--- src/rtl/stream_fifo_pkg.sv ---
package stream_fifo_pkg;

	////////////////////////////////////////
	// Data widths and depths
	////////////////////////////////////////
	localparam int sample_width = 16;
	localparam int word_width = 32;
	localparam int burst_len = 4;
	localparam int in_depth = 64;
	localparam int out_depth = 32;
	localparam int buf_depth = 256;

	// Pointer and counter widths
	localparam int in_addr_width = 6;
	localparam int out_addr_width = 5;
	localparam int buf_addr_width = 8;
	localparam int beat_width = 3;

	////////////////////////////////////////
	// Burst mover constants
	////////////////////////////////////////
	localparam logic [1:0] mover_idle = 2'd0;
	localparam logic [1:0] mover_write = 2'd1;
	localparam logic [1:0] mover_read = 2'd2;

	localparam logic [beat_width-1:0] last_write_beat = beat_width'(burst_len - 1);
	localparam logic [beat_width-1:0] last_read_beat = beat_width'(burst_len);
	localparam logic [in_addr_width:0] in_burst_min = (in_addr_width + 1)'(burst_len);
	localparam logic [buf_addr_width-1:0] buf_burst_min = buf_addr_width'(burst_len);
	// Output count at or below this leaves room for one burst
	localparam logic [out_addr_width:0] out_room_max = (out_addr_width + 1)'(out_depth - burst_len);

	// One 32-bit entry, seen whole or as two samples; half 0 is the earlier one
	typedef union packed {
		logic [word_width-1:0] word;
		logic [1:0][sample_width-1:0] half;
	} pair_entry_t;

endpackage

--- src/rtl/output_fifo.sv ---
`timescale 1ns/10ps

module output_fifo (
	input logic ti_clk,
	input logic reset,
	input logic push,
	input logic [31:0] push_data,
	input logic read_from,
	output logic [31:0] data_out,
	output logic [5:0] count
);

	logic [stream_fifo_pkg::word_width-1:0] store [stream_fifo_pkg::out_depth];
	logic [stream_fifo_pkg::out_addr_width-1:0] wr_idx;
	logic [stream_fifo_pkg::out_addr_width-1:0] rd_idx;
	logic do_read;

	// A read of an empty FIFO does nothing, so the last word stays on data_out
	assign do_read = read_from && (count != '0);

	always_ff @(posedge ti_clk) begin
		if (push)
			store[wr_idx] <= push_data;
	end

	////////////////////////////////////////
	// Pointers, count and read register
	////////////////////////////////////////
	always_ff @(posedge ti_clk) begin
		if (reset) begin
			wr_idx <= '0;
			rd_idx <= '0;
			count <= '0;
			data_out <= '0;
		end else begin
			if (push)
				wr_idx <= wr_idx + 1'b1;
			if (do_read) begin
				data_out <= store[rd_idx];
				rd_idx <= rd_idx + 1'b1;
			end
			if (push && !do_read)
				count <= count + 1'b1;
			else if (!push && do_read)
				count <= count - 1'b1;
		end
	end

endmodule

--- config.mk ---
export PLATFORM = sky130hd
export DESIGN_NAME = output_fifo
export DESIGN_NICKNAME = d
export VERILOG_FILES = /design/src/rtl/stream_fifo_pkg.sv /design/src/rtl/output_fifo.sv
export SDC_FILE = /design/constraint.sdc
export NUM_CORES = 1
export LEC_CHECK = 0
export BUFFER_PORTS_ARGS = -buffer_cell sky130_fd_sc_hd__buf_2
export CAP_MARGIN = 20
export CORE_UTILIZATION = 45
export DETAILED_ROUTE_END_ITERATION = 8
export GPL_TIMING_DRIVEN = 0
export SETUP_SLACK_MARGIN = 0.4
export SYNTH_ARGS = -nofsm -noshare
export SYNTH_HDL_FRONTEND = slang
export SYNTH_SLANG_ARGS = --single-unit
--- constraint.sdc ---
create_clock -name ti_clk -period 7.07 [get_ports ti_clk]
set_clock_uncertainty 0.15 [all_clocks]
set_input_delay 1.414 -clock ti_clk [delete_from_list [all_inputs] [get_ports ti_clk]]
set_output_delay 1.414 -clock ti_clk [all_outputs]
set_load 0.01 [all_outputs]
==> run summary <==
The cell that appears most often on the critical path is sky130_fd_sc_hd__a22o_1. The final number of hold-violating endpoints came out at 0. Of all cell types, the one taking the most synthesized area is sky130_fd_sc_hd__edfxtp_1. STA classifies the critical path startpoint as a flip-flop. At the end of routability-driven placement, the weighted congestion stood at 0.794.

The number of routed nets with antenna violations is 0. The die span in y is 302 um. The number of cells on the critical path is 7. The maximum clock path buffer count came out at 3.

The total buffers and inverters traversed by the critical path came out at 2. The most frequently used cell type in the post-synthesis netlist is sky130_fd_sc_hd__edfxtp_1. The clock insertion delay at the later pin of the skew report is 0.65 ns. In the final design database the tool counted 2188 nets. The number of cells in the finished layout apart from fillers is 3395.

The wire length per cell came out at 28.2 um. Once placement finished, the instance area stood at 43700 sq um. The total clock buffers created by CTS is 104. For the worst setup path, the data arrival time is 4.31 ns. The number of remaining DRC errors came out at 0. The portion of the clock cycle consumed by the worst path in the final layout is 0.553.

Setup repair after global routing left no endpoint under its margin. The highest clock rate is 0.256 GHz. The number of max-slew violations in the final report is 0.

By area the synthesized netlist is led by sky130_fd_sc_hd__edfxtp_1 76%, sky130_fd_sc_hd__mux4_2 11%, sky130_fd_sc_hd__mux2i_1 3.2%, sky130_fd_sc_hd__dfxtp_1 2.4%, sky130_fd_sc_hd__a22o_1 1.3%. The leakage power of the design is 0.0148 uW. The core utilization of the finished layout is 0.529. The path depth of the worst reg2reg path came out at 7.

The proportion of power drawn by flip-flops and latches came out at 0.463. The number of vias per cell is 5.85. The combinational power share is 0.187.

For the finished layout, the period the worst path requires is 3.91 ns. On the worst path, the slowest cell contributes a delay of 1.05 ns. The total routing usage reported by global routing came out at 0.212. The length of the first detailed-routing pass in iterations came out at 5. The number of antenna violations at the first check in global routing came out at 2. The global-route wire length before repair is 139 mm. The final count of negative-setup-slack endpoints is 0. The TritonCTS clock tree is done. The internal cell power is 11400 uW. Entering global routing, the biggest net connects 33 pins. The fraction of registers with async set or reset after synthesis came out at 0. The critical path goes through buf_2 > clkbuf_1 > mux4_2 > a22o_1 > a2111oi_0 > a21oi_1 > a22o_1. The kind of cell with the highest combined delay along the critical path is compound AO/OA/AOI/OAI gates. The detailed placer's ending HPWL is 65.2 mm. The number of buffer cells added on primary ports came out at 72. Sorting the synthesized cells by how often they occur yields 1024 x sky130_fd_sc_hd__edfxtp_1, 193 x sky130_fd_sc_hd__mux4_2, 131 x sky130_fd_sc_hd__mux2i_1. Measured against its own limit, the worst slew margin works out to 0.152. The cell sitting at the root of the clock tree is a sky130_fd_sc_hd__clkbuf_16.

The number of standard-cell rows in the floorplan came out at 109. The switching power of the nets is 4000 uW. STA classifies the critical path endpoint as a flip-flop. The Yosys step of the flow raised 0 warnings.

The clock slew seen by the registers of the worst setup and hold paths came out at 0.06 ns. The worst-case IR drop observed on VDD is 0.184 mV. The min-delay analysis places its worst path in the category flip-flop to flip-flop. The overflow left after global routing came out at 0. The number of flops mapped to enable cells by yosys came out at 1024. The floorplan die area is 91500 sq um. The total power per unit cell area is 328 nW/um^2. The top-level port count came out at 74.

After detailed placement, the design holds a cell count of 3200. The post-CTS setup buffer count is 0. After the first detailed-routing iteration, the DRC count stood at 1994.

Detailed routing inserted a total of 19900 vias. The fraction of post-synthesis cell area in the top cell type by area came out at 0.757. The number of distinct standard cells referenced by the synthesized netlist came out at 43.

The count of hold buffers inserted by post-cts repair is 0. The cell area after technology mapping came out at 40600 sq um. The number of instances resized during post-cts repair came out at 0. The share of power burned in the clock network is 0.350. The number of sinks handled by clock tree synthesis came out at 1072. The number of global-route vias before repair came to 20600. The core footprint is 88900 sq um. Along the worst path, the maximum fanout reaches 10. For this configuration, the core starts out at a cell density of 0.457. The switching part of the total power is 0.259. The sequential share of the synthesized area came out at 0.780. The critical path is of the flip-flop to flip-flop type.

The cell depth of the worst min-delay path is 1. The depth of the CTS H-tree came out at 3. The synthesis-stage register bit count is 1072. The slew at the pin with the worst max-slew slack is 1.24 ns.

The reg2reg setup slack came out at 3.16 ns. The fraction of final layout cells sized beyond drive strength 1 came out at 0.260. Summed over all layers, the routed wires come to 95.7 mm. The flow ran to the end, and the final reports show no timing, DRC or antenna violations. The tool flagged a number of max-cap violations equal to 0.

The area added between synthesis and finish is 15.8%. The chip width is 302 um. The primary flip-flop cell chosen by synthesis mapping is sky130_fd_sc_hd__edfxtp_1.

The number of nets handed over by synthesis was 1937. On the critical path, the stage with the largest delay is an instance of sky130_fd_sc_hd__a2111oi_0. Synthesis produced a netlist whose cell count is 1890.

The mean area per synthesized cell came out at 21.5 sq um. The required time of the critical path is 7.47 ns. The post-layout instance area is 47100 sq um.
## registers in the layout, summed over array words and instances, names as in the netlist
name / cells
count: 6
data_out: 32
rd_idx: 5
store: 1024
wr_idx: 5
## logic make-up (layout without fill, tap and decap cells)
family          after synthesis  after routing  synth area share
fa+ha+maj                    11             11           0.00357
flops                      1072           1072             0.780
other cells                   0              1                 0
mux                         325            325             0.140
simple gates                 85             85           0.00964
xor+xnor                     12             12           0.00259
compound gates              264            264            0.0492
buf+inv                     121            460            0.0150
## area by class of cell
type                            instances  area [sq um]
Inverter                                7          26.3
Fill cell                            6838         41900
Multi-Input combinational cell        697          8530
Tap cell                             1165          1460
Clock inverter                         60           480
Clock buffer                          134          2850
Sequential cell                      1072         31700
Antenna cell                            1          2.50
Timing Repair Buffer                  145          1420
Buffer                                114           584
## through the flow
stage / setup TNS, ns / hold WS, ns / setup slack [ns] / total power (uW)
floorplan: 0 / 0.361 / 1.49 / 9210
global route: 0 / 0.338 / 3.16 / 16000
global placement: -186.01 / 0.309 / -1.84 / 10100
finish: 0 / 0.323 / 3.16 / 15400
CTS: 0 / 0.327 / 3.33 / 15600
detailed placement: 0 / 0.310 / 2.69 / 10200
## worst paths after layout
| path | start | endpoint |
|---|---|---|
| worst max register to register | rd_idx[1] | data_out[6] |
| worst min register to register | data_out[27] | data_out[27] |
| worst max-delay path | rd_idx[1] | data_out[6] |
| worst min-delay path | data_out[27] | data_out[27] |
## cells in the final DEF, fill, tap and decap left out, types with 5 or more instances in the layout
master	instances
sky130_fd_sc_hd__inv_1	7
sky130_fd_sc_hd__xnor2_1	7
sky130_fd_sc_hd__a2111oi_2	10
sky130_fd_sc_hd__ha_1	10
sky130_fd_sc_hd__xor2_1	5
sky130_fd_sc_hd__nor2_4	19
sky130_fd_sc_hd__a2111oi_0	16
sky130_fd_sc_hd__nor3_2	12
sky130_fd_sc_hd__buf_4	15
sky130_fd_sc_hd__buf_6	44
sky130_fd_sc_hd__o221ai_1	32
sky130_fd_sc_hd__buf_1	8
sky130_fd_sc_hd__mux4_2	193
sky130_fd_sc_hd__nor2b_1	5
sky130_fd_sc_hd__a2111oi_1	6
sky130_fd_sc_hd__buf_12	9
sky130_fd_sc_hd__nand2_1	12
sky130_fd_sc_hd__bufinv_16	6
sky130_fd_sc_hd__o22ai_1	31
sky130_fd_sc_hd__buf_2	96
sky130_fd_sc_hd__clkbuf_8	5
sky130_fd_sc_hd__edfxtp_1	1024
sky130_fd_sc_hd__a22oi_1	32
sky130_fd_sc_hd__clkinv_2	26
sky130_fd_sc_hd__clkinv_1	19
sky130_fd_sc_hd__a22o_1	62
sky130_fd_sc_hd__buf_16	12
sky130_fd_sc_hd__a21oi_1	67
sky130_fd_sc_hd__mux2i_1	131
sky130_fd_sc_hd__buf_8	7
sky130_fd_sc_hd__dfxtp_1	48
sky130_fd_sc_hd__clkbuf_1	86
sky130_fd_sc_hd__nor2_1	19
sky130_fd_sc_hd__clkbuf_16	108
## metal layers
layer	GRT usage	vias up	share of wire
met5	0	-	0.00023
met4	0.0587	4	0.023
met3	0.0433	140	0.063
met2	0.350	643	0.49
met1	0.287	10600	0.42
li1	-	8510	-
## power groups by stage
| stage | combinational [uW] | clock (uW) | sequential (uW) |
|---|---|---|---|
| floorplan | 1920 | 0 | 7290 |
| global placement | 2830 | 0 | 7270 |
| detailed placement | 2910 | 0 | 7270 |
| CTS | 2920 | 5490 | 7140 |
| global route | 3080 | 5720 | 7150 |
| finish | 2890 | 5410 | 7140 |
## worst reg2reg max path: cells and delay by family (launching register included)
family                 cells  cell delay, ns
DFF                        1            0.34
muxes                      1            0.43
buffers and inverters      2            1.21
AOI/OAI and AO/OA          4            1.68
Power figures use the tool's default switching activity.
