[src/rtl/stream_fifo_pkg.sv]
package stream_fifo_pkg;

	////////////////////////////////////////
	// Data widths and depths
	////////////////////////////////////////
	localparam int sample_width = 16;
	localparam int word_width = 32;
	localparam int burst_len = 4;
	localparam int in_depth = 64;
	localparam int out_depth = 32;
	localparam int buf_depth = 256;

	// Pointer and counter widths
	localparam int in_addr_width = 6;
	localparam int out_addr_width = 5;
	localparam int buf_addr_width = 8;
	localparam int beat_width = 3;

	////////////////////////////////////////
	// Burst mover constants
	////////////////////////////////////////
	localparam logic [1:0] mover_idle = 2'd0;
	localparam logic [1:0] mover_write = 2'd1;
	localparam logic [1:0] mover_read = 2'd2;

	localparam logic [beat_width-1:0] last_write_beat = beat_width'(burst_len - 1);
	localparam logic [beat_width-1:0] last_read_beat = beat_width'(burst_len);
	localparam logic [in_addr_width:0] in_burst_min = (in_addr_width + 1)'(burst_len);
	localparam logic [buf_addr_width-1:0] buf_burst_min = buf_addr_width'(burst_len);
	// Output count at or below this leaves room for one burst
	localparam logic [out_addr_width:0] out_room_max = (out_addr_width + 1)'(out_depth - burst_len);

	// One 32-bit entry, seen whole or as two samples; half 0 is the earlier one
	typedef union packed {
		logic [word_width-1:0] word;
		logic [1:0][sample_width-1:0] half;
	} pair_entry_t;

endpackage

[src/rtl/buffer_port_if.sv]
`timescale 1ns/10ps

interface buffer_port_if;

	// Write side, data lands in the array on the cycle wr_en is high
	logic wr_en;
	logic [stream_fifo_pkg::buf_addr_width-1:0] wr_addr;
	stream_fifo_pkg::pair_entry_t wr_data;

	// Read side, rd_data follows rd_en by one cycle
	logic rd_en;
	logic [stream_fifo_pkg::buf_addr_width-1:0] rd_addr;
	stream_fifo_pkg::pair_entry_t rd_data;

	modport mover (
		output wr_en,
		output wr_addr,
		output wr_data,
		output rd_en,
		output rd_addr,
		input rd_data
	);

	modport ram (
		input wr_en,
		input wr_addr,
		input wr_data,
		input rd_en,
		input rd_addr,
		output rd_data
	);

endinterface

[src/rtl/burst_mover.sv]
`timescale 1ns/10ps

module burst_mover (
	input logic ti_clk,
	input logic reset,
	output logic pop,
	input stream_fifo_pkg::pair_entry_t entry,
	input logic empty,
	input logic [6:0] entry_count,
	buffer_port_if.mover port,
	output logic push,
	output logic [31:0] push_data,
	input logic [5:0] out_count,
	output logic [7:0] wr_ptr,
	output logic [7:0] rd_ptr
);

	logic [1:0] state;
	logic [stream_fifo_pkg::beat_width-1:0] beat;
	logic [stream_fifo_pkg::buf_addr_width-1:0] distance;
	logic write_ready;
	logic read_ready;
	logic wr_beat;
	logic rd_pending;

	// Entries held in memory, wraps like the pointers do
	assign distance = wr_ptr - rd_ptr;

	assign write_ready = (entry_count >= stream_fifo_pkg::in_burst_min);
	assign read_ready = (distance >= stream_fifo_pkg::buf_burst_min) &&
		(out_count <= stream_fifo_pkg::out_room_max);

	////////////////////////////////////////
	// Memory side
	////////////////////////////////////////
	// One entry leaves the input FIFO on every write beat
	assign wr_beat = (state == stream_fifo_pkg::mover_write);

	assign pop = wr_beat;
	assign port.wr_en = wr_beat;
	assign port.wr_addr = wr_ptr;
	assign port.wr_data = entry;

	// Reads go out on the first burst_len beats; the last beat only collects data
	assign port.rd_en = (state == stream_fifo_pkg::mover_read) &&
		(beat != stream_fifo_pkg::last_read_beat);
	assign port.rd_addr = rd_ptr;

	// Data returns one cycle after each read
	assign push = rd_pending;
	assign push_data = port.rd_data.word;

	////////////////////////////////////////
	// Burst FSM and pointers
	////////////////////////////////////////
	always_ff @(posedge ti_clk) begin
		if (reset) begin
			state <= stream_fifo_pkg::mover_idle;
			beat <= '0;
			wr_ptr <= '0;
			rd_ptr <= '0;
			rd_pending <= 1'b0;
		end else begin
			rd_pending <= port.rd_en;
			if (wr_beat)
				wr_ptr <= wr_ptr + 1'b1;
			if (port.rd_en)
				rd_ptr <= rd_ptr + 1'b1;

			case (state)
				stream_fifo_pkg::mover_idle: begin
					beat <= '0;
					// Writes win when both directions are eligible
					if (write_ready)
						state <= stream_fifo_pkg::mover_write;
					else if (read_ready)
						state <= stream_fifo_pkg::mover_read;
				end
				stream_fifo_pkg::mover_write: begin
					if (beat == stream_fifo_pkg::last_write_beat) begin
						state <= stream_fifo_pkg::mover_idle;
						beat <= '0;
					end else begin
						beat <= beat + 1'b1;
					end
				end
				stream_fifo_pkg::mover_read: begin
					if (beat == stream_fifo_pkg::last_read_beat) begin
						state <= stream_fifo_pkg::mover_idle;
						beat <= '0;
					end else begin
						beat <= beat + 1'b1;
					end
				end
				default: begin
					state <= stream_fifo_pkg::mover_idle;
					beat <= '0;
				end
			endcase
		end
	end

endmodule

[src/flat_wrapper.sv]
// flat-port wrapper written by rule: the top's interface ports become plain ports
module burst_mover_flat 
  (ti_clk, reset, pop, entry, empty, entry_count, push, push_data, out_count, wr_ptr, rd_ptr, port_wr_en, port_wr_addr, port_wr_data, port_rd_en, port_rd_addr, port_rd_data);
  buffer_port_if port_i ();
  input logic ti_clk;
  input logic reset;
  output logic pop;
  input stream_fifo_pkg::pair_entry_t entry;
  input logic empty;
  input logic [6:0] entry_count;
  output logic push;
  output logic [31:0] push_data;
  input logic [5:0] out_count;
  output logic [7:0] wr_ptr;
  output logic [7:0] rd_ptr;
  output wire logic [$bits(port_i.wr_en)-1:0] port_wr_en;
  output wire logic [$bits(port_i.wr_addr)-1:0] port_wr_addr;
  output wire logic [$bits(port_i.wr_data)-1:0] port_wr_data;
  output wire logic [$bits(port_i.rd_en)-1:0] port_rd_en;
  output wire logic [$bits(port_i.rd_addr)-1:0] port_rd_addr;
  input wire logic [$bits(port_i.rd_data)-1:0] port_rd_data;
  assign port_wr_en = port_i.wr_en;
  assign port_wr_addr = port_i.wr_addr;
  assign port_wr_data = port_i.wr_data;
  assign port_rd_en = port_i.rd_en;
  assign port_rd_addr = port_i.rd_addr;
  assign port_i.rd_data = port_rd_data;
  burst_mover u_core (.ti_clk(ti_clk), .reset(reset), .pop(pop), .entry(entry), .empty(empty), .entry_count(entry_count), .port(port_i), .push(push), .push_data(push_data), .out_count(out_count), .wr_ptr(wr_ptr), .rd_ptr(rd_ptr));
endmodule
[config.mk]
export PLATFORM = sky130hd
export DESIGN_NAME = burst_mover_flat
export DESIGN_NICKNAME = d
export VERILOG_FILES = /design/src/rtl/stream_fifo_pkg.sv /design/src/rtl/buffer_port_if.sv /design/src/rtl/burst_mover.sv /design/src/flat_wrapper.sv
export SDC_FILE = /design/constraint.sdc
export NUM_CORES = 1
export LEC_CHECK = 0
export BUFFER_PORTS_ARGS = -buffer_cell sky130_fd_sc_hd__buf_2
export CAP_MARGIN = 20
export CORE_MARGIN = 8
export CORE_UTILIZATION = 40
export CTS_BUF_LIST = sky130_fd_sc_hd__clkbuf_8
export DETAILED_ROUTE_END_ITERATION = 16
export PLACE_DENSITY = 0.85
export SYNTH_ARGS = -nofsm -noshare
export SYNTH_HDL_FRONTEND = slang
export SYNTH_SLANG_ARGS = --single-unit
export TNS_END_PERCENT = 1
[constraint.sdc]
create_clock -name ti_clk -period 4.9 [get_ports ti_clk]
set_input_delay 0.98 -clock ti_clk [delete_from_list [all_inputs] [get_ports ti_clk]]
set_output_delay 0.98 -clock ti_clk [all_outputs]
set_load 0.1 [all_outputs]
==> summary.txt <==
Synthesis
  – Synth Area in XOR/XNOR: approximately 6.4%
  – Most common library cells after synthesis: buf_4, nor2_1, dfxtp_1, inv_1, ha_1
  – Synth Area per Inst: roughly 8 um2
  – Seq/Total Area, Yosys: between 20 and 25%
  – Synth Register Bits: 22
  – Post-synth ARST share: 0%
  – Post-synth EDFFs: 0
  – Top post-synthesis cells by area: buf_4, dfxtp_1, ha_1
  – Post-synth top flop: dfxtp_1
  – Mapped Area: 2052 um2
  – Main combinational cell family by area after synthesis: buffers and inverters
  – Yosys warns: 0
  – Yosys top cell by area: buf_4
  – Cells after synthesis: about 250
  – Multiplexer share of the synthesized area: approximately 1.6%
  – Synth Area in Simple Gates: about 15%
  – Synthesized Nets: 348
  – Synth Area in Adders: between 10 and 15%
  – Most frequent cell after synthesis: buf_4
  – Post-synthesis compound-gate area fraction: 10.79%
  – Synth top area share: between 20 and 30%
  – Count of cell types in the netlist: between 40 and 50

Worst setup path
  – Req. time, crit path: between 3 and 4 ns
  – Slowest stage delay, CP: 0.50 ns
  – CP max-delay cell: buf_2
  – Setup CP Type: reg2out
  – Reg-to-Reg End: u_core.state[1]$_SDFFE_PP0P_
  – R2r setup slk: around 2.6 ns
  – Cell Chain, Critical Path: inv_1 -> ha_1 -> a21boi_1 -> buf_2
  – CP Capture Type: output port
  – Crit start category: flop
  – Worst Path Arrival: roughly 1.7 ns
  – CP max FO: 3
  – Reg2reg path depth: 8
  – Crit Reg-Reg Startpoint: u_core.port.rd_addr[0]$_SDFFE_PP0P_

Layout
  – Final Net Count: between 300 and 400
  – Post-route cell area: 1836 um2
  – Synth-to-layout area growth: -10.55%
  – Filler Cell Count: 527
  – Final core occ: 36.40%
  – Layout cells sized above 1: a little over a quarter
  – Final antenna diode count: 0

Global route
  – Initial antenna violation count: 0
  – Via count of the first global-routing pass: between 1000 and 1500
  – Largest net degree at the start of global routing: 21
  – First-pass GRT wire length: 6341 um
  – Total GRT Usage: roughly a tenth
  – Grt total ovfl: 0

Place
  – Post-DP Area: between 1500 and 2000 um2
  – Port Buffers: 48
  – GPL Wtd Cong: 0.8886
  – Hpwl dp: around 3400 um

Clock tree
  – Post-CTS sizing: 0
  – CTS H-tree lvls: 1
  – TritonCTS clock tree: done
  – Root buffer cell: clkbuf_8
  – Post-CTS Hold Fix Bufs: 0
  – CTS sink count: 22
  – CTS Buffer Depth: 2
  – CTS clk-pin slew, worst paths: 0.08 ns
  – Total CTS buffers: 3
  – Clock Latency Late Sink: roughly 0.27 ns
  – Post-CTS setup buffers: 0

Power and ir drop
  – Int Power: approximately 380 uW
  – PwrDens: 393.7 nW/um2
  – Net Sw Power: about 340 uW
  – Pleak: between 0.0008 and 0.0009 uW
  – Worst VDD drop: ~0.00041 V
  – Logic pwr share: approximately 47%
  – Register share of total power: 29.2%
  – Clk pwr share: 24.0%
  – Switching share of power: ~47%

Detailed routing
  – DRC Markers: 0
  – Vias post-DR: 1403
  – Vias per cell: 4.855
  – Routed wire length: 4130 um
  – Initial DRC Count: around 60
  – WL/cell: about 14 um
  – First drt pass iteration count: 4
  – Final ANT Viol Nets: 0

Min path
  – Hold EP: u_core.beat[0]$_SDFF_PP0_
  – Worst hold stages: 1
  – Worst hold start: u_core.beat[0]$_SDFF_PP0_
  – Tightest Hold Check Type: reg2reg

Timing
  – RSZ-0062 raised after global routing: false
  – Setup TNS: 0 ns
  – Final slew viol count: 0
  – Final setup fails: 0
  – Setup Skew: 0.002358 ns
  – Min Tclk post-route: ~2.7 ns
  – Relative slew margins: approximately two thirds
  – Final worst-path cycle share: 54.48%
  – Worst slew pin tran: 0.5120 ns
  – Hold WS: 0.4702 ns
  – Final hold viol count: 0
  – Fmax: ~370 MHz

Job
  – Max cap viols: 0

Die
  – Die Span Y: about 88 um
  – Core Rows: 26
  – Core area: between 5000 and 6000 um2
  – Die Area: about 7700 um2
  – Starting density of the core: between 40% and 50%
  – Die width: around 90 um
  – IO Pins: 180

Status
  – Outcome: finished clean
[stage by stage]
stage | setup slack [ns] | std cells | power [uW]
after floorplan | 2.009 | 251 | 764.3
after global placement | 2.393 | 285 | 549.8
after detailed placement | 2.336 | 285 | 554.3
after CTS | 2.241 | 289 | 728.4
after global routing | 2.152 | 289 | 755.6
final | 2.230 | 289 | 722.7
[power groups by stage]
stage                     Combinational, uW  Sequential [uW]  Clock (uW)
after CTS                               340              211         177
after detailed placement                339              215           0
after global routing                    360              213         182
final                                   339              211         173
after global placement                  335              214           0
after floorplan                         497              267           0
[worst max-delay path: cells and delay by family (launching register included)]
kind                     cells  cell delay, ns
buffers and inverters        2            0.60
AO/OA/AOI/OAI                1            0.31
adder cells (fa/ha/maj)      1            0.18
flip-flops                   1            0.33
[registers in the layout (all words and copies together), names as in the netlist]
signal / cells
u_core.port.wr_addr: 8
u_core.port.rd_addr: 8
u_core.state: 2
u_core.push: 1
u_core.beat: 3
[metal layers]
metal | GRT usage, % | share of wire (%)
met5 | 0 | 0
met4 | 6.563 | 4.5
met3 | 4.597 | 13
met2 | 15.77 | 40
met1 | 11.27 | 42
[placed cells by master (no fill, tap or decap), types with 2 or more instances in the layout]
cell,instances
or3_1,3
nand3b_1,2
dfxtp_1,22
xnor2_1,9
nand2_1,8
nor3_1,5
nand3_1,3
nor3b_1,2
a21oi_1,11
inv_1,18
ha_1,16
xor2_1,6
o211ai_1,2
clkbuf_8,3
a21boi_1,2
nor2b_1,2
o21ai_1,2
nor2_1,23
nand4_1,6
buf_2,48
[cells by family after synthesis]
family | Yosys count
simple gates | 61
buf+inv | 103
flops | 22
compound gates | 31
xor+xnor | 15
fa+ha+maj | 17
mux | 2
[how the worst max path moves through the flow]
stage	slack [ns]	endpoint	from
after floorplan	2.01	u_core.state[1]$_SDFFE_PP0P_	u_core.port.rd_addr[4]$_SDFFE_PP0P_
after global placement	2.39	u_core.state[0]$_SDFFE_PP0P_	entry_count[3]
after detailed placement	2.34	u_core.state[0]$_SDFFE_PP0P_	entry_count[3]
after CTS	2.24	port_wr_en	u_core.state[1]$_SDFFE_PP0P_
after global routing	2.15	pop	u_core.state[1]$_SDFFE_PP0P_
final	2.23	port_rd_en	u_core.state[0]$_SDFFE_PP0P_
[final cells by class]
| cell class | count | area, um2 | area share, % |
|---|---|---|---|
| multi-input cells | 126 | 920.9 | 50.17 |
| inverters | 18 | 67.56 | 3.681 |
| flip-flops and latches | 22 | 440.4 | 23.99 |
| clock inverters | 1 | 30.03 | 1.636 |
| well taps | 70 | 87.58 | 4.772 |
| repair buffers | 49 | 247.7 | 13.50 |
| clock buffers | 3 | 41.29 | 2.249 |
(Power assumes the default switching activity.)
