$ cat config.mk
export PLATFORM = sky130hd
export DESIGN_NAME = fill_monitor
export DESIGN_NICKNAME = d
export VERILOG_FILES = /design/src/rtl/stream_fifo_pkg.sv /design/src/rtl/fill_monitor.sv
export SDC_FILE = /design/constraint.sdc
export NUM_CORES = 1
export LEC_CHECK = 0
export BUFFER_PORTS_ARGS = -buffer_cell sky130_fd_sc_hd__clkbuf_2
export CAP_MARGIN = 25
export CORE_MARGIN = 2
export CORE_UTILIZATION = 36
export DETAILED_ROUTE_END_ITERATION = 8
export PLACE_DENSITY = 0.62
export SYNTH_ARGS = -nofsm -noshare
export SYNTH_HDL_FRONTEND = slang
export SYNTH_SLANG_ARGS = --single-unit
$ cat constraint.sdc
create_clock -name ti_clk -period 4.1 [get_ports ti_clk]
set_input_delay 0.205 -clock ti_clk [delete_from_list [all_inputs] [get_ports ti_clk]]
set_output_delay 0.205 -clock ti_clk [all_outputs]
set_load 0.01 [all_outputs]
$ cat src/rtl/stream_fifo_pkg.sv
package stream_fifo_pkg;

	////////////////////////////////////////
	// Data widths and depths
	////////////////////////////////////////
	localparam int sample_width = 16;
	localparam int word_width = 32;
	localparam int burst_len = 4;
	localparam int in_depth = 64;
	localparam int out_depth = 32;
	localparam int buf_depth = 256;

	// Pointer and counter widths
	localparam int in_addr_width = 6;
	localparam int out_addr_width = 5;
	localparam int buf_addr_width = 8;
	localparam int beat_width = 3;

	////////////////////////////////////////
	// Burst mover constants
	////////////////////////////////////////
	localparam logic [1:0] mover_idle = 2'd0;
	localparam logic [1:0] mover_write = 2'd1;
	localparam logic [1:0] mover_read = 2'd2;

	localparam logic [beat_width-1:0] last_write_beat = beat_width'(burst_len - 1);
	localparam logic [beat_width-1:0] last_read_beat = beat_width'(burst_len);
	localparam logic [in_addr_width:0] in_burst_min = (in_addr_width + 1)'(burst_len);
	localparam logic [buf_addr_width-1:0] buf_burst_min = buf_addr_width'(burst_len);
	// Output count at or below this leaves room for one burst
	localparam logic [out_addr_width:0] out_room_max = (out_addr_width + 1)'(out_depth - burst_len);

	// One 32-bit entry, seen whole or as two samples; half 0 is the earlier one
	typedef union packed {
		logic [word_width-1:0] word;
		logic [1:0][sample_width-1:0] half;
	} pair_entry_t;

endpackage

$ cat src/rtl/fill_monitor.sv
`timescale 1ns/10ps

module fill_monitor (
	input logic ti_clk,
	input logic reset,
	input logic [7:0] wr_ptr,
	input logic [7:0] rd_ptr,
	input logic [7:0] half_count,
	input logic [5:0] out_count,
	output logic [31:0] num_words
);

	logic [stream_fifo_pkg::buf_addr_width-1:0] distance;
	logic [31:0] buf_words;
	logic [31:0] out_words;

	// Entries between the pointers, wrapped at buf_depth
	assign distance = wr_ptr - rd_ptr;

	// Each entry in memory or in the output FIFO is two samples
	assign buf_words = 32'({distance, 1'b0});
	assign out_words = 32'({out_count, 1'b0});

	always_ff @(posedge ti_clk) begin
		if (reset)
			num_words <= '0;
		else
			num_words <= buf_words + 32'(half_count) + out_words;
	end

endmodule

==> results of run 1 <==
==> routing by layer <==
layer / vias to the layer above / wire length (um) / track usage [%]
met5: - / 0 / 0
met4: 0 / 0 / 2.74
met3: 0 / 191 / 1.24
met1: 415 / 924 / 14.1
li1: 514 / - / -
met2: 49 / 1040 / 22.4
==> power breakdown <==
group,total [uW],switching (uW),internal (uW)
Sequential,135,7.02,128
Clock,59.8,26.3,33.5
Combinational,313,169,145
Total,508,202,306
==> cell type report <==
type	count	share of cell area, %
Multi-Input combinational cell	108	59.8
Timing Repair Buffer	41	14.7
Sequential cell	10	14.3
Inverter	21	5.65
Tap cell	44	3.94
Clock buffer	3	1.61
==> cell usage after synthesis (all sizes together) (2+ instances only) <==
| cell | count |
|---|---|
| buf | 22 |
| inv | 21 |
| ha | 15 |
| dfxtp | 10 |
| nor2 | 10 |
| fa | 8 |
| o21ai | 7 |
| xnor2 | 6 |
| nor2b | 5 |
| nand2 | 4 |
| nor3 | 4 |
| nor4b | 4 |
| a211oi | 2 |
| a21boi | 2 |
| a21oi | 2 |
| a31oi | 2 |
| nand2b | 2 |
| o21a | 2 |
| or4 | 2 |
==> cells by family after synthesis <==
logic type	Yosys count
AND/OR/NAND/NOR	36
flip-flops	10
other	1
buffers and inverters	44
AO/OA/AOI/OAI	21
XOR/XNOR	6
adder cells (fa/ha/maj)	23
==> metrics by stage <==
| stage | area, um2 | setup slack (ns) | hold WS [ns] | power [uW] | util (%) |
|---|---|---|---|---|---|
| final | 1400 | 0.983 | 0.179 | 508 | 44.6 |
| after global routing | 1400 | 0.769 | 0.192 | 563 | 44.6 |
| after CTS | 1400 | 0.984 | 0.192 | 514 | 44.6 |
| after detailed placement | 1370 | 0.751 | 0.429 | 451 | 43.9 |
| after global placement | 1370 | 0.784 | 0.418 | 444 | 43.9 |
| after floorplan | 1280 | 0.983 | 0.333 | 380 | - |
==> path summary, 6_finish.rpt <==
check | from | endpoint | slack, ns
worst min-delay path | half_count[0] | num_words[0] | 0.18
worst max-delay path | wr_ptr[0] | num_words[8] | 0.98
==> impl_metrics.sql, run 1 <==
INSERT INTO impl_metrics (metric_group, metric, value, unit) VALUES
('run_status', 'status', 'finished, final reports clean', ''),
('timing', 'setup_repair_after_global_routing_missed_its_margin', 'false', ''),
('yosys', 'synth_area_leader_cell', 'sky130_fd_sc_hd__dfxtp_1', ''),
('grt', 'grt_max_degree', '17', ''),
('critical_path', 'worst-path-stages', '13', ''),
('routing', 'remaining_drc_errors', '0', ''),
('critical_path', 'critical_path.most_common_cell', 'sky130_fd_sc_hd__ha_1', ''),
('clock_network', 'cts.reportedPaths.clkPinSlew', '0.05', 'ns'),
('yosys', 'netlist.area_leader.share', '16.6', '%'),
('floorplanning', 'die_h', '61.8', 'um'),
('placement', 'dp.final_hpwl', '1.88', 'mm'),
('power_and_ir_drop', 'ir_drop', '0.000136', 'V'),
('final_layout', 'stdcell_count', '227', ''),
('critical_path', 'worst-endpoint-required', '4.22', 'ns'),
('critical_path', 'cp_slowest_cell', 'sky130_fd_sc_hd__or4_1', ''),
('floorplanning', 'row_count', '20', ''),
('clock_network', 'h-tree-depth', '1', ''),
('yosys', 'postSynth.topFlopCell', 'sky130_fd_sc_hd__dfxtp_1', ''),
('yosys', 'synth-adder-area-share', '28.9', '%'),
('routing', 'detailroute.via_count', '978', ''),
('yosys', 'cell_area_after_synthesis', '1200', 'um2'),
('yosys', 'synthXorXnorAreaFrac', '4.37', '%'),
('yosys', 'synth_top_area_cells', 'sky130_fd_sc_hd__dfxtp_1 17%, sky130_fd_sc_hd__ha_1 16%, sky130_fd_sc_hd__buf_4 14%', ''),
('yosys', 'synth_warnings', '0', ''),
('final_layout', 'largest_reg_flops', '10', ''),
('critical_path', 'cp_data_arrival_time', '3.24', 'ns'),
('clock_network', 'numCtsBuffers', '3', ''),
('worst_hold_path', 'hold_path_class', 'input pin to register', ''),
('yosys', 'synth_seq_cells', '10', ''),
('final_layout', 'multi_input_comb_area', '835', 'um2'),
('yosys', 'synth_edf_count', '0', ''),
('yosys', 'synth.lib_cells_used.distinct', '33', ''),
('clock_network', 'tritoncts', 'yes', ''),
('yosys', 'dominant_combinational_cell_family_by_area_after_synthesis', 'adder cells', ''),
('routing', 'avgViaCountPerCell', '4.31', ''),
('yosys', 'synth.yosys.seq_area_share', '16.6', '%'),
('critical_path', 'timing.critical_path.max_delay_family', 'adder cells', ''),
('placement', 'gp_congestion', '0.726', ''),
('final_layout', 'area.sequential', '200', 'um2'),
('critical_path', 'critical_path_class', 'input pin to register', ''),
('final_layout', 'max_flop_register', 'num_words', ''),
('routing', 'drt_pre_antenna_iters', '4', ''),
('critical_path', 'critPathMaxStageDelay', '0.49', 'ns'),
('timing', 'period_needed', '3.12', 'ns'),
('critical_path', 'crit_chain', 'clkbuf_2 > inv_1 > ha_1 > fa_1 > nor2b_1 > o21ai_0 > a21boi_0 > nor4_1 > a311o_1 > ha_1 > ha_1 > nor4b_1 > or4_1', ''),
('floorplanning', 'die_w', '61.8', 'um'),
('critical_path', 'setup_crit_end_kind', 'register', ''),
('critical_path', 'timing.critical_path.buf_inv', '2', ''),
('final_layout', 'most_common_cell_after_layout_fill_and_taps_aside', 'sky130_fd_sc_hd__clkbuf_2', ''),
('floorplanning', 'core', '3130', 'um2'),
('yosys', 'muxShareOfSynthArea', '0', '%'),
('timing', 'final_hold_viol_count', '0', ''),
('routing', 'detail_route.wirelength', '2.16', 'mm'),
('timing', 'maxClockFrequency', '0.321', 'GHz'),
('timing', 'timing.final.crit_share', '76.0', '%'),
('timing', 'timing.setup.tns', '0', 'ns'),
('final_layout', 'largestRegisters', 'num_words x10', ''),
('final_layout', 'drive_gt1_share', '25.7', '%'),
('power_and_ir_drop', 'pwr_density_cell', '364', 'nW/um2'),
('clock_network', 'cts_setup_buffers', '0', ''),
('final_layout', 'final_net_count', '240', ''),
('worst_hold_path', 'worst_hold_depth', '2', ''),
('floorplanning', 'die_area', '3820', 'um2'),
('clock_network', 'holdBufCountCts', '0', ''),
('timing', 'setup_viol', '0', ''),
('clock_network', 'clock_sinks', '10', ''),
('yosys', 'synth-simple-area-share', '17.5', '%'),
('final_layout', 'layout-area-overhead-vs-synth', '16.0', '%'),
('grt', 'antenna_found_initial', '0', ''),
('placement', 'placedCellCount', '224', ''),
('run', 'timing.max_cap.violations', '0', '');
Note: power is estimated with default switching activity, not from simulation.
==> inputs of run 2 (changes only) <==
--- a/config.mk
+++ b/config.mk
@@ -5,6 +5,7 @@
 export SDC_FILE = /design/constraint.sdc
 export NUM_CORES = 1
 export LEC_CHECK = 0
+export ABC_AREA = 1
 export BUFFER_PORTS_ARGS = -buffer_cell sky130_fd_sc_hd__clkbuf_2
 export CAP_MARGIN = 25
 export CORE_MARGIN = 2
==> constraint.sdc (replaced) <==
create_clock -name ti_clk -period 2.9 [get_ports ti_clk]
set_input_delay 0.145 -clock ti_clk [delete_from_list [all_inputs] [get_ports ti_clk]]
set_output_delay 0.145 -clock ti_clk [all_outputs]
set_load 0.01 [all_outputs]
==> run 2 against run 1 <==
  * Routed wire length shrank 6.3%
  * Utilization is 1.8 points lower
  * Sequential share of layout area fell by 0.10 points
  * Clock-buffer cell count unchanged
  * Non-clock buffer count unchanged
  * Largest cell class unchanged
==> impl_metrics.sql, run 2 <==
INSERT INTO impl_metrics (metric_group, metric, value, unit) VALUES
('final_layout', 'mostFrequentLayoutCells', '41 x sky130_fd_sc_hd__clkbuf_2, 35 x sky130_fd_sc_hd__nand2_1, 29 x sky130_fd_sc_hd__inv_1', ''),
('clock_network', 'numCtsBuffers', '3', ''),
('floorplanning', 'die_area', '3830', 'um2'),
('grt', 'wire_length_of_the_first_global_routing_pass', '3.31', 'mm'),
('timing', 'final_hold_viol_count', '0', ''),
('final_layout', 'largest_reg_flops', '10', ''),
('yosys', 'synth_seq_cells', '10', ''),
('timing', 'post_layout_worst_setup_margin', '0.419', 'ns'),
('critical_path', 'crit_chain', 'clkbuf_2 > inv_1 > ha_1 > fa_1 > inv_1 > fa_1 > ha_1 > inv_1 > fa_1 > inv_1 > nand2_1 > nand2_1 > nand3b_1 > a21oi_1 > nor2_1', ''),
('run', 'timing.max_cap.violations', '0', ''),
('clock_network', 'holdBufCountCts', '0', ''),
('grt', 'grt_pass1_vias', '874', ''),
('yosys', 'synth_top_area_cells', 'sky130_fd_sc_hd__dfxtp_1 17%, sky130_fd_sc_hd__ha_1 16%, sky130_fd_sc_hd__buf_4 14%', ''),
('critical_path', 'cp_max_fanout', '3', ''),
('final_layout', 'most_common_cell_after_layout_fill_and_taps_aside', 'sky130_fd_sc_hd__clkbuf_2', ''),
('worst_hold_path', 'worst_hold_depth', '3', ''),
('floorplanning', 'num_io_pins', '64', ''),
('routing', 'detailroute.via_count', '1011', ''),
('routing', 'detail_route.wirelength', '2.03', 'mm'),
('yosys', 'synth_warnings', '0', ''),
('floorplanning', 'row_count', '21', ''),
('routing', 'remaining_drc_errors', '0', ''),
('floorplanning', 'die_h', '61.9', 'um'),
('critical_path', 'critical_path_class', 'input pin to register', ''),
('timing', 'period_needed', '2.48', 'ns'),
('yosys', 'synthMostInstantiatedCell', 'sky130_fd_sc_hd__nand2_1', ''),
('clock_network', 'cts_root_buffer', 'sky130_fd_sc_hd__clkbuf_4', ''),
('floorplanning', 'die_w', '61.9', 'um'),
('yosys', 'synthesis.area_per_instance', '7.27', 'um2'),
('clock_network', 'clock_sinks', '10', ''),
('power_and_ir_drop', 'pwr_density_cell', '499', 'nW/um2'),
('yosys', 'postSynthCellCount', '166', ''),
('grt', 'grt_util_all_layers', '11.5', '%'),
('placement', 'dp.final_hpwl', '1.87', 'mm'),
('critical_path', 'critPathMaxStageDelay', '0.49', 'ns'),
('worst_hold_path', 'hold_path_class', 'input pin to register', ''),
('floorplanning', 'starting_density_of_the_core', '36.8', '%'),
('clock_network', 'cts_max_path_buffers', '2', ''),
('yosys', 'synth.yosys.seq_area_share', '16.6', '%'),
('clock_network', 'cts_setup_buffers', '0', ''),
('timing', 'maxClockFrequency', '0.403', 'GHz'),
('clock_network', 'cts.reportedPaths.clkPinSlew', '0.06', 'ns'),
('final_layout', 'layout-area-overhead-vs-synth', '16.5', '%'),
('routing', 'drt-wirelength-per-cell', '7.94', 'um'),
('timing', 'setup_repair_after_global_routing_missed_its_margin', 'false', ''),
('timing', 'slew_viol_final', '0', ''),
('final_layout', 'final_util', '42.8', '%'),
('yosys', 'synth-async-reset-ratio', '0', '%'),
('critical_path', 'critical_path.most_common_cell', 'sky130_fd_sc_hd__inv_1', ''),
('power_and_ir_drop', 'total_leakage_power', '0.000868', 'uW'),
('timing', 'whs', '0.0875', 'ns'),
('critical_path', 'cp_data_arrival_time', '2.63', 'ns'),
('critical_path', 'cp_slowest_cell', 'sky130_fd_sc_hd__fa_1', ''),
('routing', 'drt_pre_antenna_iters', '4', ''),
('routing', 'avgViaCountPerCell', '3.96', ''),
('grt', 'gr-total-overflow', '0', ''),
('clock_network', 'tritoncts', 'yes', ''),
('yosys', 'synth_commonest_cells', '35 x sky130_fd_sc_hd__nand2_1, 29 x sky130_fd_sc_hd__inv_1, 22 x sky130_fd_sc_hd__buf_4', ''),
('final_layout', 'drive_gt1_share', '23.4', '%'),
('yosys', 'netlist.area_leader.share', '16.6', '%'),
('yosys', 'synth_area_leader_cell', 'sky130_fd_sc_hd__dfxtp_1', ''),
('timing', 'timing.setup.tns', '0', 'ns'),
('timing', 'setup_viol', '0', ''),
('run_status', 'status', 'finished, final reports clean', ''),
('grt', 'antenna_found_initial', '0', ''),
('placement', 'worst_setup_slack_before_clock_tree_synthesis', '0.143', 'ns'),
('yosys', 'synth_edf_count', '0', ''),
('final_layout', 'final_net_count', '266', ''),
('grt', 'grt_max_degree', '7', ''),
('placement', 'buffer_ports.inserted', '41', ''),
('yosys', 'synth.lib_cells_used.distinct', '21', ''),
('critical_path', 'worst-endpoint-required', '3.05', 'ns'),
('power_and_ir_drop', 'ir_drop', '0.000125', 'V'),
('clock_network', 'post_cts_resized', '0', ''),
('floorplanning', 'core', '3280', 'um2'),
('yosys', 'postSynth.topFlopCell', 'sky130_fd_sc_hd__dfxtp_1', ''),
('final_layout', 'max_flop_register', 'num_words', ''),
('critical_path', 'worst_setup_path_start_kind', 'input pin', ''),
('placement', 'gp_congestion', '0.780', ''),
('yosys', 'cell_area_after_synthesis', '1210', 'um2'),
('critical_path', 'setup_crit_end_kind', 'register', ''),
('routing', 'post_route_antenna_net_violation_count', '0', ''),
('final_layout', 'largestRegisters', 'num_words x10', ''),
('clock_network', 'h-tree-depth', '1', ''),
('timing', 'timing.final.crit_share', '85.5', '%'),
('final_layout', 'n_antenna_cell', '0', ''),
('routing', 'drt_first_iter_violations', '13', '');
run 2: final cells by class:
class,instances,area (um2)
Fill cell,370,1880
Multi-Input combinational cell,126,812
Timing Repair Buffer,41,205
Sequential cell,10,200
Inverter,29,109
Tap cell,46,57.6
Clock buffer,3,22.5
run 2: logic make-up after synthesis:
group | after synthesis | synth area share (%)
compound gates | 14 | 6.84
xor+xnor | 4 | 2.90
fa+ha+maj | 23 | 28.8
buf+inv | 51 | 22.7
flops | 10 | 16.6
other cells | 1 | 0.311
simple gates | 63 | 21.9
run 2: worst max-delay path: cells and delay by family:
family                     cells  cell delay (ns)
AOI/OAI and AO/OA              1             0.14
and+or+nand+nor                4             0.30
buffers and inverters          5             0.30
adders and majority gates      5             1.75
run 2: routing by layer:
| layer | vias up | global-route usage, % | share of wire [%] |
|---|---|---|---|
| met5 | - | 0 | 0 |
| met4 | 0 | 1.82 | 0 |
| met3 | 0 | 3.11 | 7.1 |
| met2 | 39 | 21.2 | 47 |
| met1 | 422 | 13.4 | 46 |
| li1 | 550 | - | - |
run 2: worst paths after layout:
check	from	to	slack [ns]
setup / recovery	wr_ptr[0]	num_words[8]	0.42
hold / removal	half_count[0]	num_words[0]	0.09
run 2: per-stage QoR:
step                area (um2)  std cells  power (uW)
floorplan                 1290        187         527
global placement          1380        252         618
detailed placement        1380        252         624
CTS                       1410        255         715
global route              1410        255         798
finish                    1410        255         702
run 2: where the power goes:
| part | internal [uW] | switching [uW] | leakage (uW) |
|---|---|---|---|
| combinational | 183 | 245 | 0.000771 |
| clock | 47.5 | 39.7 | 0.0000138 |
| sequential | 177 | 9.82 | 0.0000834 |
